$ cat src/rsa_cfg.svh
`ifndef RSA_CFG_SVH
`define RSA_CFG_SVH

// Width of one RSA operand in bits
`define RSA_OPW 32

// Host data bus carries two operands side by side
`define RSA_BUSW (2 * `RSA_OPW)

// Host command word, opcode sits in bits 2:0
`define RSA_CMDW 32

`endif

$ cat src/rsa_pkg.sv
`include "rsa_cfg.svh"

package rsa_pkg;

    typedef logic [`RSA_OPW-1:0] operand_t;

    typedef logic [`RSA_BUSW-1:0] bus_t;

    // Host opcodes, 6 and 7 are not assigned
    typedef enum logic [2:0] {
        COMPUTE_EXP  = 3'd0,
        COMPUTE_MONT = 3'd1,
        READ_MOD     = 3'd2,
        READ_RSQ     = 3'd3,
        READ_EXP     = 3'd4,
        WRITE_RES    = 3'd5
    } cmd_op_e;

    // Which operand registers take the data bus
    typedef enum logic [1:0] {
        LOAD_NONE = 2'd0,
        LOAD_MOD  = 2'd1,
        LOAD_RSQ  = 2'd2,
        LOAD_EXP  = 2'd3
    } load_sel_e;

    // Everything the engine needs for one operation
    typedef struct packed {
        operand_t modulus;
        operand_t rmodm;
        operand_t rsq;
        operand_t exponent;
        operand_t x;
    } rsa_operands_t;

endpackage

$ cat src/cmd_ctrl.sv
`timescale 1ns/1ps
`include "rsa_cfg.svh"

module cmd_ctrl import rsa_pkg::*; (
    input  logic                 clk,
    input  logic                 resetn,
    input  logic [`RSA_CMDW-1:0] cmd,
    input  logic                 cmd_valid,
    input  logic                 in_valid,
    input  logic                 out_ready,
    input  logic                 done_read,
    output logic                 in_ready,
    output logic                 out_valid,
    output logic                 done,
    output load_sel_e            load_sel,
    output logic                 start,
    output logic                 mode,
    input  logic                 result_valid
);

    typedef enum logic [2:0] {C_IDLE, C_LOAD, C_COMPUTE, C_SEND, C_DONE} ctrl_state_e;

    ctrl_state_e state;
    cmd_op_e     op;
    load_sel_e   ld_kind;

    assign op = cmd_op_e'(cmd[2:0]);

    // Bank captures data_in in the same cycle as the transfer
    assign load_sel = (state == C_LOAD && in_valid && in_ready) ? ld_kind : LOAD_NONE;

    always_ff @(posedge clk) begin
        if (!resetn) begin
            state     <= C_IDLE;
            in_ready  <= 1'b0;
            out_valid <= 1'b0;
            done      <= 1'b0;
            start     <= 1'b0;
            mode      <= 1'b0;
            ld_kind   <= LOAD_NONE;
        end else begin
            start <= 1'b0;
            case (state)
                C_IDLE: if (cmd_valid) begin
                    case (op)
                        COMPUTE_EXP, COMPUTE_MONT: begin
                            start <= 1'b1;
                            mode  <= (op == COMPUTE_MONT);
                            state <= C_COMPUTE;
                        end
                        READ_MOD: begin
                            ld_kind  <= LOAD_MOD;
                            in_ready <= 1'b1;
                            state    <= C_LOAD;
                        end
                        READ_RSQ: begin
                            ld_kind  <= LOAD_RSQ;
                            in_ready <= 1'b1;
                            state    <= C_LOAD;
                        end
                        READ_EXP: begin
                            ld_kind  <= LOAD_EXP;
                            in_ready <= 1'b1;
                            state    <= C_LOAD;
                        end
                        WRITE_RES: begin
                            out_valid <= 1'b1;
                            state     <= C_SEND;
                        end
                        // Unassigned opcodes are dropped
                        default: ;
                    endcase
                end
                C_LOAD: if (in_valid && in_ready) begin
                    in_ready <= 1'b0;
                    done     <= 1'b1;
                    state    <= C_DONE;
                end
                C_COMPUTE: if (result_valid) begin
                    done  <= 1'b1;
                    state <= C_DONE;
                end
                // out_valid holds until the host takes the word
                C_SEND: if (out_ready) begin
                    out_valid <= 1'b0;
                    done      <= 1'b1;
                    state     <= C_DONE;
                end
                C_DONE: if (done_read) begin
                    done  <= 1'b0;
                    state <= C_IDLE;
                end
                default: state <= C_IDLE;
            endcase
        end
    end

endmodule

$ cat src/mod_exp.sv
`timescale 1ns/1ps
`include "rsa_cfg.svh"

module mod_exp import rsa_pkg::*; (
    input  logic          clk,
    input  logic          resetn,
    input  logic          start,
    input  logic          mode,
    input  rsa_operands_t ops,
    output logic          result_valid,
    output operand_t      result_value
);

    localparam int OPW = `RSA_OPW;
    localparam int CW  = $clog2(OPW + 1);

    typedef enum logic [2:0] {S_IDLE, S_CONV, S_SCAN, S_SQR, S_MUL, S_FINAL} state_e;

    state_e        state;
    logic          mode_r;
    logic          started;
    logic [CW-1:0] bits_left;
    operand_t      e_sh;
    operand_t      xt;
    operand_t      acc_a;
    logic          adv;

    logic          mm_start;
    operand_t      mm_a;
    operand_t      mm_b;
    logic          mm_done;
    operand_t      mm_product;

    mont_mul i_mul (
        .clk     (clk),
        .resetn  (resetn),
        .start   (mm_start),
        .a       (mm_a),
        .b       (mm_b),
        .m       (ops.modulus),
        .done    (mm_done),
        .product (mm_product)
    );

    // Multiplier operands follow the current step
    always_comb begin
        mm_a = acc_a;
        mm_b = acc_a;
        case (state)
            S_CONV: begin
                mm_a = ops.x;
                mm_b = ops.rsq;
            end
            S_MUL:   mm_b = xt;
            S_FINAL: mm_b = operand_t'(1);
            default: ;
        endcase
    end

    // Move to the next exponent bit, also while skipping leading zeros
    assign adv = (state == S_SCAN && bits_left != '0 && !e_sh[OPW-1] && !started) ||
                 (state == S_SQR && mm_done && !e_sh[OPW-1]) ||
                 (state == S_MUL && mm_done);

    always_ff @(posedge clk) begin
        if (!resetn) begin
            state        <= S_IDLE;
            mm_start     <= 1'b0;
            result_valid <= 1'b0;
            started      <= 1'b0;
            bits_left    <= '0;
        end else begin
            mm_start     <= 1'b0;
            result_valid <= 1'b0;
            if (adv) begin
                bits_left <= bits_left - 1'b1;
            end
            case (state)
                S_IDLE: if (start) begin
                    state     <= S_CONV;
                    mm_start  <= 1'b1;
                    started   <= 1'b0;
                    bits_left <= CW'(OPW);
                end
                S_CONV: if (mm_done) begin
                    result_valid <= mode_r;
                    state        <= mode_r ? S_IDLE : S_SCAN;
                end
                S_SCAN: if (bits_left == '0) begin
                    state    <= S_FINAL;
                    mm_start <= 1'b1;
                end else if (e_sh[OPW-1] || started) begin
                    state    <= S_SQR;
                    mm_start <= 1'b1;
                    started  <= 1'b1;
                end
                S_SQR: if (mm_done) begin
                    state    <= e_sh[OPW-1] ? S_MUL : S_SCAN;
                    mm_start <= e_sh[OPW-1];
                end
                S_MUL:   if (mm_done) state <= S_SCAN;
                S_FINAL: if (mm_done) begin
                    result_valid <= 1'b1;
                    state        <= S_IDLE;
                end
                default: state <= S_IDLE;
            endcase
        end
    end

    always_ff @(posedge clk) begin
        if (state == S_IDLE && start) begin
            mode_r <= mode;
            e_sh   <= ops.exponent;
        end else if (adv) begin
            e_sh <= e_sh << 1;
        end
        if (mm_done) begin
            case (state)
                S_CONV: begin
                    // Base in Montgomery form, A starts as 1 in Montgomery form
                    xt           <= mm_product;
                    acc_a        <= ops.rmodm;
                    result_value <= mm_product;
                end
                S_SQR, S_MUL: acc_a <= mm_product;
                S_FINAL:      result_value <= mm_product;
                default: ;
            endcase
        end
    end

endmodule

$ cat src/mont_mul.sv
`timescale 1ns/1ps
`include "rsa_cfg.svh"

module mont_mul import rsa_pkg::*; (
    input  logic     clk,
    input  logic     resetn,
    input  logic     start,
    input  operand_t a,
    input  operand_t b,
    input  operand_t m,
    output logic     done,
    output operand_t product
);

    localparam int OPW = `RSA_OPW;
    localparam int CW  = $clog2(OPW + 1);

    logic           busy;
    logic [CW-1:0]  cnt;
    operand_t       a_sh;
    operand_t       b_r;
    operand_t       m_r;
    logic [OPW:0]   acc;
    logic [OPW:0]   diff;

    // Add b when the a bit is set, make the sum even with m, then halve
    function automatic logic [OPW:0] mont_step(
        input logic [OPW:0] acc_in,
        input logic         a_bit,
        input operand_t     b_val,
        input operand_t     m_val
    );
        logic [OPW+1:0] sum;
        sum = {1'b0, acc_in} + (a_bit ? {2'b00, b_val} : '0);
        if (sum[0]) begin
            sum = sum + {2'b00, m_val};
        end
        return sum[OPW+1:1];
    endfunction

    // acc stays below 2m, so one subtraction is enough at the end
    assign diff = acc - {1'b0, m_r};

    always_ff @(posedge clk) begin
        if (!resetn) begin
            busy <= 1'b0;
            cnt  <= '0;
            done <= 1'b0;
        end else begin
            done <= 1'b0;
            if (start) begin
                busy <= 1'b1;
                cnt  <= CW'(1);
            end else if (busy) begin
                if (cnt == CW'(OPW)) begin
                    busy <= 1'b0;
                    done <= 1'b1;
                end else begin
                    cnt <= cnt + 1'b1;
                end
            end
        end
    end

    // First step is taken on the start cycle itself
    always_ff @(posedge clk) begin
        if (start) begin
            a_sh <= a >> 1;
            b_r  <= b;
            m_r  <= m;
            acc  <= mont_step('0, a[0], b, m);
        end else if (busy) begin
            if (cnt == CW'(OPW)) begin
                product <= (acc >= {1'b0, m_r}) ? diff[OPW-1:0] : acc[OPW-1:0];
            end else begin
                acc  <= mont_step(acc, a_sh[0], b_r, m_r);
                a_sh <= a_sh >> 1;
            end
        end
    end

endmodule

$ cat src/operand_bank.sv
`timescale 1ns/1ps
`include "rsa_cfg.svh"

module operand_bank import rsa_pkg::*; (
    input  logic          clk,
    input  logic          resetn,
    input  load_sel_e     load_sel,
    input  bus_t          data_in,
    input  logic          result_valid,
    input  operand_t      result_value,
    output rsa_operands_t ops,
    output operand_t      result
);

    operand_t lo_half;
    operand_t hi_half;

    assign lo_half = data_in[`RSA_OPW-1:0];
    assign hi_half = data_in[`RSA_BUSW-1:`RSA_OPW];

    always_ff @(posedge clk) begin
        if (!resetn) begin
            ops    <= '0;
            result <= '0;
        end else begin
            case (load_sel)
                LOAD_MOD: ops.modulus <= lo_half;
                // R^2 mod m below, base above
                LOAD_RSQ: begin
                    ops.rsq <= lo_half;
                    ops.x   <= hi_half;
                end
                // Exponent below, R mod m above
                LOAD_EXP: begin
                    ops.exponent <= lo_half;
                    ops.rmodm    <= hi_half;
                end
                default: ;
            endcase
            // Last result is held for WRITE_RES
            if (result_valid) begin
                result <= result_value;
            end
        end
    end

endmodule

$ cat src/rsa_top.sv
`timescale 1ns/1ps
`include "rsa_cfg.svh"

module rsa_top import rsa_pkg::*; (
    input  logic                 clk,
    input  logic                 resetn,
    input  logic [`RSA_CMDW-1:0] cmd,
    input  logic                 cmd_valid,
    input  bus_t                 data_in,
    input  logic                 in_valid,
    output logic                 in_ready,
    output bus_t                 data_out,
    output logic                 out_valid,
    input  logic                 out_ready,
    output logic                 done,
    input  logic                 done_read
);

    load_sel_e     load_sel;
    logic          start;
    logic          mode;
    logic          result_valid;
    operand_t      result_value;
    operand_t      result;
    rsa_operands_t ops;

    cmd_ctrl i_ctrl (
        .clk          (clk),
        .resetn       (resetn),
        .cmd          (cmd),
        .cmd_valid    (cmd_valid),
        .in_valid     (in_valid),
        .out_ready    (out_ready),
        .done_read    (done_read),
        .in_ready     (in_ready),
        .out_valid    (out_valid),
        .done         (done),
        .load_sel     (load_sel),
        .start        (start),
        .mode         (mode),
        .result_valid (result_valid)
    );

    operand_bank i_bank (
        .clk          (clk),
        .resetn       (resetn),
        .load_sel     (load_sel),
        .data_in      (data_in),
        .result_valid (result_valid),
        .result_value (result_value),
        .ops          (ops),
        .result       (result)
    );

    mod_exp i_exp (
        .clk          (clk),
        .resetn       (resetn),
        .start        (start),
        .mode         (mode),
        .ops          (ops),
        .result_valid (result_valid),
        .result_value (result_value)
    );

    // Result in the low half, upper half zero
    assign data_out = {{(`RSA_BUSW - `RSA_OPW){1'b0}}, result};

endmodule

$ cat config.mk
export PLATFORM = sky130hd
export DESIGN_NAME = rsa_top
export DESIGN_NICKNAME = d
export VERILOG_FILES = /design/src/rsa_pkg.sv /design/src/cmd_ctrl.sv /design/src/mod_exp.sv /design/src/mont_mul.sv /design/src/operand_bank.sv /design/src/rsa_top.sv
export VERILOG_INCLUDE_DIRS = /design/src /design/src/src
export SDC_FILE = /design/constraint.sdc
export NUM_CORES = 1
export LEC_CHECK = 0
export BUFFER_PORTS_ARGS = -buffer_cell sky130_fd_sc_hd__buf_2
export CAP_MARGIN = 40
export CORE_MARGIN = 2
export CORE_UTILIZATION = 63
export DETAILED_ROUTE_END_ITERATION = 6
export PLACE_DENSITY = 0.79
export SLEW_MARGIN = 20
export SYNTH_ARGS = -nofsm -noshare
export SYNTH_HDL_FRONTEND = slang
export SYNTH_HIERARCHICAL = 1
export SYNTH_SLANG_ARGS = --single-unit
$ cat constraint.sdc
create_clock -name clk -period 8.7 [get_ports clk]
set_input_delay 1.305 -clock clk [delete_from_list [all_inputs] [get_ports clk]]
set_output_delay 1.305 -clock clk [all_outputs]
set_load 0.03 [all_outputs]
==> run metrics, run 1 <==
Fin Hold WS 452 ps; initial antenna violation count 0; Clock Latency Late Sink 620 ps; met3 Usage GRT 7.27%; gp weighted congestion 0.948; number of flops mapped to enable cells by yosys 289; Inserted Diodes 0; post-placement cell count 3,261; Post-Syn Area 28,200 sq um; Tcrit/Tclk final 72.3%; Setup WS post-layout 2410 ps; Slew headroom 33.5%; Final Hold Viols 0; endpoint class of the critical path flop; Yosys warning count 6; share of layout cells above drive strength 1 15.0%; final instance area 30,900 sq um; PortBufs 107; Total Routing Usage GR 32.9%; area grow syn2layout 9.62%; largest net degree at the start of global routing 142; DR DRC count 0; via count 21.2k; initial DRC count 2,139; top area cells in the synthesized netlist edfxtp_1 (31%), dfxtp_1 (16%), mux2i_1 (7.7%); max_cap viols 0; met1 Track Usage GR 42.2%; clock slew seen by the registers of the worst setup and hold paths 70 ps; crit start category flop; first-pass GRT wire length 118,000 um; post-synthesis cell count 2,650; Placement Cell Area 29,100 sq um; commonest cells in the synthesized netlist nand2_1 (321), edfxtp_1 (289), dfxtp_1 (222); critical path class flop to flop; gr ovfl total 0; Distinct cells, synth 96; post-route ant nets 0; Post-CTS Setup Inserts 0; final setup fails 0; die height 216 um; static leakage 0.0125 uW; hold_buf cts 0; grt peak-use layer met2; number of buffers created by CTS 51; status finished clean; Final Non-Filler Cells 3,360; wire per inst 23.2 um; H-tree levels 2; worst slew pin tran 987 ps; number of global-route vias before repair 20.6k; Core Rows 77; setup TNS 0 ps; Final nets 2,960; CTS root buffer clkbuf_16; die area 46,500 sq um; Synth Area per Inst 10.6 sq um; Synth async-reset ratio 0%; #FFs+latches synth 511; Setup Skew 24.3 ps; RSZ-0062 raised after global routing no; drt total wl 78,000 um; final worst path period need 6290 ps; Pre-antenna DRT Iters 5; Post-Place Setup Slack 2630 ps; Yosys top cell by area edfxtp_1; Req. time, crit path 9050 ps; Worst VDD drop 0.175 mV; die width 216 um; Final Max Tran Viols 0; clk sinks 511; HPWL Detailed 56,200 um; count leader, synth nand2_1; core region area 44,200 sq um; Initial Util 63.8%; crit path DAT 6640 ps; f_max 0.159 GHz; Crit Path Max Fanout 32; I/O pin cnt 169; cts repair resizes 0; Clock Path Buffers 3; top-area cell type share of the netlist area 30.8%; Seq/Total Area, Yosys 46.5%; Power Density 267 nW/um^2; M2 GR Usage 53.1%; FILL cells 3,132; Primary FF master, synth edfxtp_1; Hold WC Path Type flop to flop; CTS tree yes; Via-to-Cell Ratio 6.32
-- cells in the final DEF (no fill, tap or decap), types with 32 or more instances in the layout --
cell and n:
nand2_1 320, edfxtp_1 289, dfxtp_1 220, mux2i_1 218, a21oi_1 155, ha_1 129, mux2_2 112, o21ai_0 111
buf_2 110, nor2_1 90, nor2b_1 87, inv_1 78, and2_1 71, xnor2_1 71, clkbuf_16 52, a21o_1 48
a22oi_1 45, xor2_1 40, conb_1 32
-- report_power, final --
group | total, uW | leakage (uW) | switching (uW) | internal, uW
clock | 2310 | 0.000862 | 988 | 1330
combinational | 3100 | 0.00728 | 1840 | 1260
sequential | 2850 | 0.00437 | 82.5 | 2770
-- critical path, stage by stage (launching register included) --
cell and delay, ps:
edfxtp_1 340, buf_4 340, and2_1 190, ha_1 240, inv_1 90, fa_1 430
nand2b_1 190, a21oi_1 290, o21bai_1 200, a21oi_1 430, nor2_1 160, a21boi_0 190
ha_1 390, and4_1 230, and3_1 190, o211ai_1 190, nand3_1 320, a2111oi_0 640
o21bai_1 280, a21oi_1 330, nor2b_1 80, o311ai_0 120, nand3_1 150
-- per-stage QoR --
stage	util, %	power, uW
2_1_floorplan	-	4880
6_report	69.9	8260
3_5_place_dp	65.8	5890
3_3_place_gp	65.4	5790
4_1_cts	69.8	8200
5_1_grt	69.9	8620
-- state kept, by name, indices dropped and copies added, names as in the netlist, 2 cells and up --
register,cells
i_bank/ops,160
i_exp/i_mul/acc,33
i_bank/result,32
i_exp/acc_a,32
i_exp/e_sh,32
i_exp/i_mul/b_r,32
i_exp/i_mul/m_r,32
i_exp/i_mul/product,32
i_exp/result_value,32
i_exp/xt,32
i_exp/i_mul/a_sh,31
i_exp/bits_left,6
i_exp/i_mul/cnt,6
i_ctrl/state,3
i_exp/state,3
i_ctrl/ld_kind,2
-- logic make-up after synthesis --
| family | after synthesis | share of synthesized area (%) |
|---|---|---|
| compound gates | 542 | 12.4 |
| xor+xnor | 111 | 3.45 |
| fa+ha+maj | 133 | 6.01 |
| buf+inv | 233 | 4.34 |
| flops | 511 | 46.5 |
| mux | 370 | 14.1 |
| other cells | 1 | 0.0133 |
| simple gates | 749 | 13.1 |
-- final cells by class --
class,instances,area [sq um],share of cell area (%)
Sequential cell,511,13100,42.5
Multi-Input combinational cell,1937,14000,45.4
Timing Repair Buffer,146,950,3.07
Inverter,78,293,0.947
Clock buffer,71,1480,4.79
Tap cell,592,741,2.40
Clock inverter,25,285,0.923
-- metal layers --
metal	vias up	wire, um
met5	-	0
met4	0	3880
met3	205	7050
met2	993	36300
met1	10300	30800
li1	9695	-
-- path summary, 6_finish.rpt --
check                                startpoint                                end  slack [ps]  cells past startpoint
hold reg to reg        i_ctrl/mode$_SDFFE_PN0P_             i_exp/mode_r$_DFFE_PP_         450                      0
setup reg to reg  i_exp/i_mul/a_sh[0]$_DFFE_PP_  i_exp/i_mul/acc[32]$_SDFFCE_PP0P_        2410                     22
hold / removal         i_ctrl/mode$_SDFFE_PN0P_             i_exp/mode_r$_DFFE_PP_         450                      0
setup / recovery  i_exp/i_mul/a_sh[0]$_DFFE_PP_  i_exp/i_mul/acc[32]$_SDFFCE_PP0P_        2410                     22
No activity file was read; power rests on OpenSTA's default activity.
==> run 2, diff against run 1 <==
--- a/config.mk
+++ b/config.mk
@@ -9,9 +9,9 @@
 export BUFFER_PORTS_ARGS = -buffer_cell sky130_fd_sc_hd__buf_2
 export CAP_MARGIN = 40
 export CORE_MARGIN = 2
-export CORE_UTILIZATION = 63
+export CORE_UTILIZATION = 62
 export DETAILED_ROUTE_END_ITERATION = 6
-export PLACE_DENSITY = 0.79
+export PLACE_DENSITY = 0.78
 export SLEW_MARGIN = 20
 export SYNTH_ARGS = -nofsm -noshare
 export SYNTH_HDL_FRONTEND = slang
==> constraint.sdc (replaced) <==
create_clock -name clk -period 5.99 [get_ports clk]
set_input_delay 0.8985 -clock clk [delete_from_list [all_inputs] [get_ports clk]]
set_output_delay 0.8985 -clock clk [all_outputs]
set_load 0.03 [all_outputs]
==> run 2 against run 1 <==
- global-route usage rose by 0.10 points
- critical endpoint unchanged
- sequential power increased by 46%
- final area grew 0.43%
- non-clock buffer count up 15
- combinational power up 49%
- critical path type unchanged
- via count grew 0.56%
- setup slack got worse by 2300 ps
- first-iteration DRC count fell by 2.4%
- cell count is 0.68% higher
- clock power rose by 48%
- critical path depth up 1
- flip-flop and latch count unchanged
==> run metrics, run 2 (synthesized netlist as in run 1, its figures left out) <==
DR DRC count 0; wire per inst 23.2 um; I/O pin cnt 169; endpoint class of the critical path flop; number of global-route vias before repair 20.6k; Final Hold Viols 0; Slew headroom 39.7%; Initial Util 62.4%; Via-to-Cell Ratio 6.31; gp weighted congestion 1.01; Hold Path Stages 2; largest net degree at the start of global routing 138; via count 21.4k; crit path DAT 6360 ps; Total Routing Usage GR 33.0%; Tcrit/Tclk final 98.1%; met1 Track Usage GR 43.9%; die width 217 um; Multi-input gate area 14,100 sq um; CTS root buffer clkbuf_16; die area 47,200 sq um; post-route ant nets 0; commonest non-fill, non-tap cell in the layout nand2_1; hold_buf cts 0; FILL cells 3,340; worst slew pin tran 895 ps; M2 GR Usage 52.7%; Pre-antenna DRT Iters 5; Reg area 13,100 sq um; initial DRC count 2,087; clock slew seen by the registers of the worst setup and hold paths 60 ps; reg-to-reg startpoint i_exp/i_mul/a_sh[0]$_DFFE_PP_; clk sinks 511; first-pass GRT wire length 119,000 um; f_max 0.170 GHz; RSZ-0062 raised after global routing yes; Power, Total 12,200 uW; Clock Path Buffers 3; most frequent cells in the layout nand2_1 (320), edfxtp_1 (289), dfxtp_1 (220), mux2i_1 (218), a21oi_1 (154); PortBufs 107; setup TNS 0 ps; Clock Latency Late Sink 620 ps; R2R Path End i_exp/i_mul/acc[32]$_SDFFCE_PP0P_; Hold WC Path Type flop to flop; Req. time, crit path 6470 ps; Final nets 2,975; Core Rows 78; area grow syn2layout 10.1%; sink of the worst hold path i_bank/ops[108]$_SDFFE_PN0N_; max_cap viols 0; status finished clean; crit start category flop; static leakage 0.0126 uW; hold_sp i_bank/ops[108]$_SDFFE_PN0N_; Inserted Diodes 0; Final Max Tran Viols 0; initial antenna violation count 1; gr ovfl total 0; critical path class flop to flop; CTS tree yes; grt peak-use layer met2; biggest regs i_bank/ops (160), i_exp/i_mul/acc (33); max FFs per register 160; Power Density 392 nW/um^2; met3 Usage GRT 4.60%; H-tree levels 2; final worst path period need 5880 ps; Crit Path Max Fanout 30; number of buffers created by CTS 51; Worst VDD drop 0.268 mV; Setup Skew 24.2 ps; drt total wl 78,600 um; Reg2Reg Depth 23; final setup fails 0; share of layout cells above drive strength 1 15.1%; die height 217 um; core region area 45,200 sq um; setup slack, reg-to-reg 110 ps; register name with the most flops i_bank/ops; HPWL Detailed 56,900 um
run 2: changes by cell type in the layout (fill, tap and decap cells not counted), sizes merged:
cell | before | now
bufinv | 4 | 8
clkinv | 12 | 8
inv | 83 | 80
clkbuf | 72 | 78
clkinvlp | 4 | 1
buf | 145 | 160
run 2: critical path, stage by stage (launching register included):
cell and delay [ps]:
edfxtp_1 380, buf_4 310, nand2_1 180, fa_1 500, nand2b_1 180, a21oi_1 320, o21bai_1 210, a21oi_2 330
o31a_1 200, o21a_1 170, o21a_1 120, nor2_1 40, xnor2_1 160, ha_1 400, nand2_1 110, o21bai_1 240
a31oi_1 120, a21oi_1 200, a2111oi_0 100, o21bai_1 390, a21oi_1 230, or3_1 350, or4_1 400, nand3_1 90
run 2: how the worst max path moves through the flow:
| stage | startpoint | to | slack, ps |
|---|---|---|---|
| floorplan | i_exp/i_mul/a_sh[0]$_DFFE_PP_ | i_exp/i_mul/acc[32]$_SDFFCE_PP0P_ | 1000 |
| global placement | i_exp/i_mul/a_sh[0]$_DFFE_PP_ | i_exp/i_mul/acc[32]$_SDFFCE_PP0P_ | 370 |
| detailed placement | i_exp/i_mul/a_sh[0]$_DFFE_PP_ | i_exp/i_mul/acc[32]$_SDFFCE_PP0P_ | 220 |
| CTS | i_exp/i_mul/a_sh[0]$_DFFE_PP_ | i_exp/i_mul/acc[32]$_SDFFCE_PP0P_ | 130 |
| global route | i_exp/i_mul/a_sh[0]$_DFFE_PP_ | i_exp/i_mul/acc[32]$_SDFFCE_PP0P_ | -30 |
| finish | i_exp/i_mul/a_sh[0]$_DFFE_PP_ | i_exp/i_mul/acc[32]$_SDFFCE_PP0P_ | 110 |
run 2: area by class of cell:
cell class	count	area share, %
tap	600	2.42
clock buffer	77	4.65
sequential	511	42.3
inverter	78	0.943
multi-input combinational	1937	45.2
clock inverter	19	1.10
timing repair buffer	161	3.37
run 2: per-layer routing:
layer / up-vias / wire length [um]
li1: 9744 / -
met4: 2 / 4670
met5: - / 13
met3: 236 / 6570
met2: 1080 / 35900
met1: 10300 / 31500
run 2: where the power goes:
part           switching, uW  total, uW  leakage [uW]  internal [uW]
clock network           1390       3420      0.000867           2030
registers                127       4150       0.00437           4020
logic                   2720       4610       0.00735           1890
total                   4240      12200        0.0126           7940
run 2: what timing repair did:
item                                    in CTS  in global routing
endpoints found under the setup margin       0                  5
setup buffers                                0                  1
resized for setup                            0                  3
run 2: stage by stage:
stage	util (%)	worst slack [ps]	std cells	hold slack (ps)	area, sq um
finish	68.7	112	3383	457	31100
global route	68.7	-28.8	3383	476	31100
CTS	68.6	130	3381	457	31000
detailed placement	64.7	219	3285	445	29200
global placement	64.3	369	3276	441	29100
floorplan	-	998	2681	427	28300
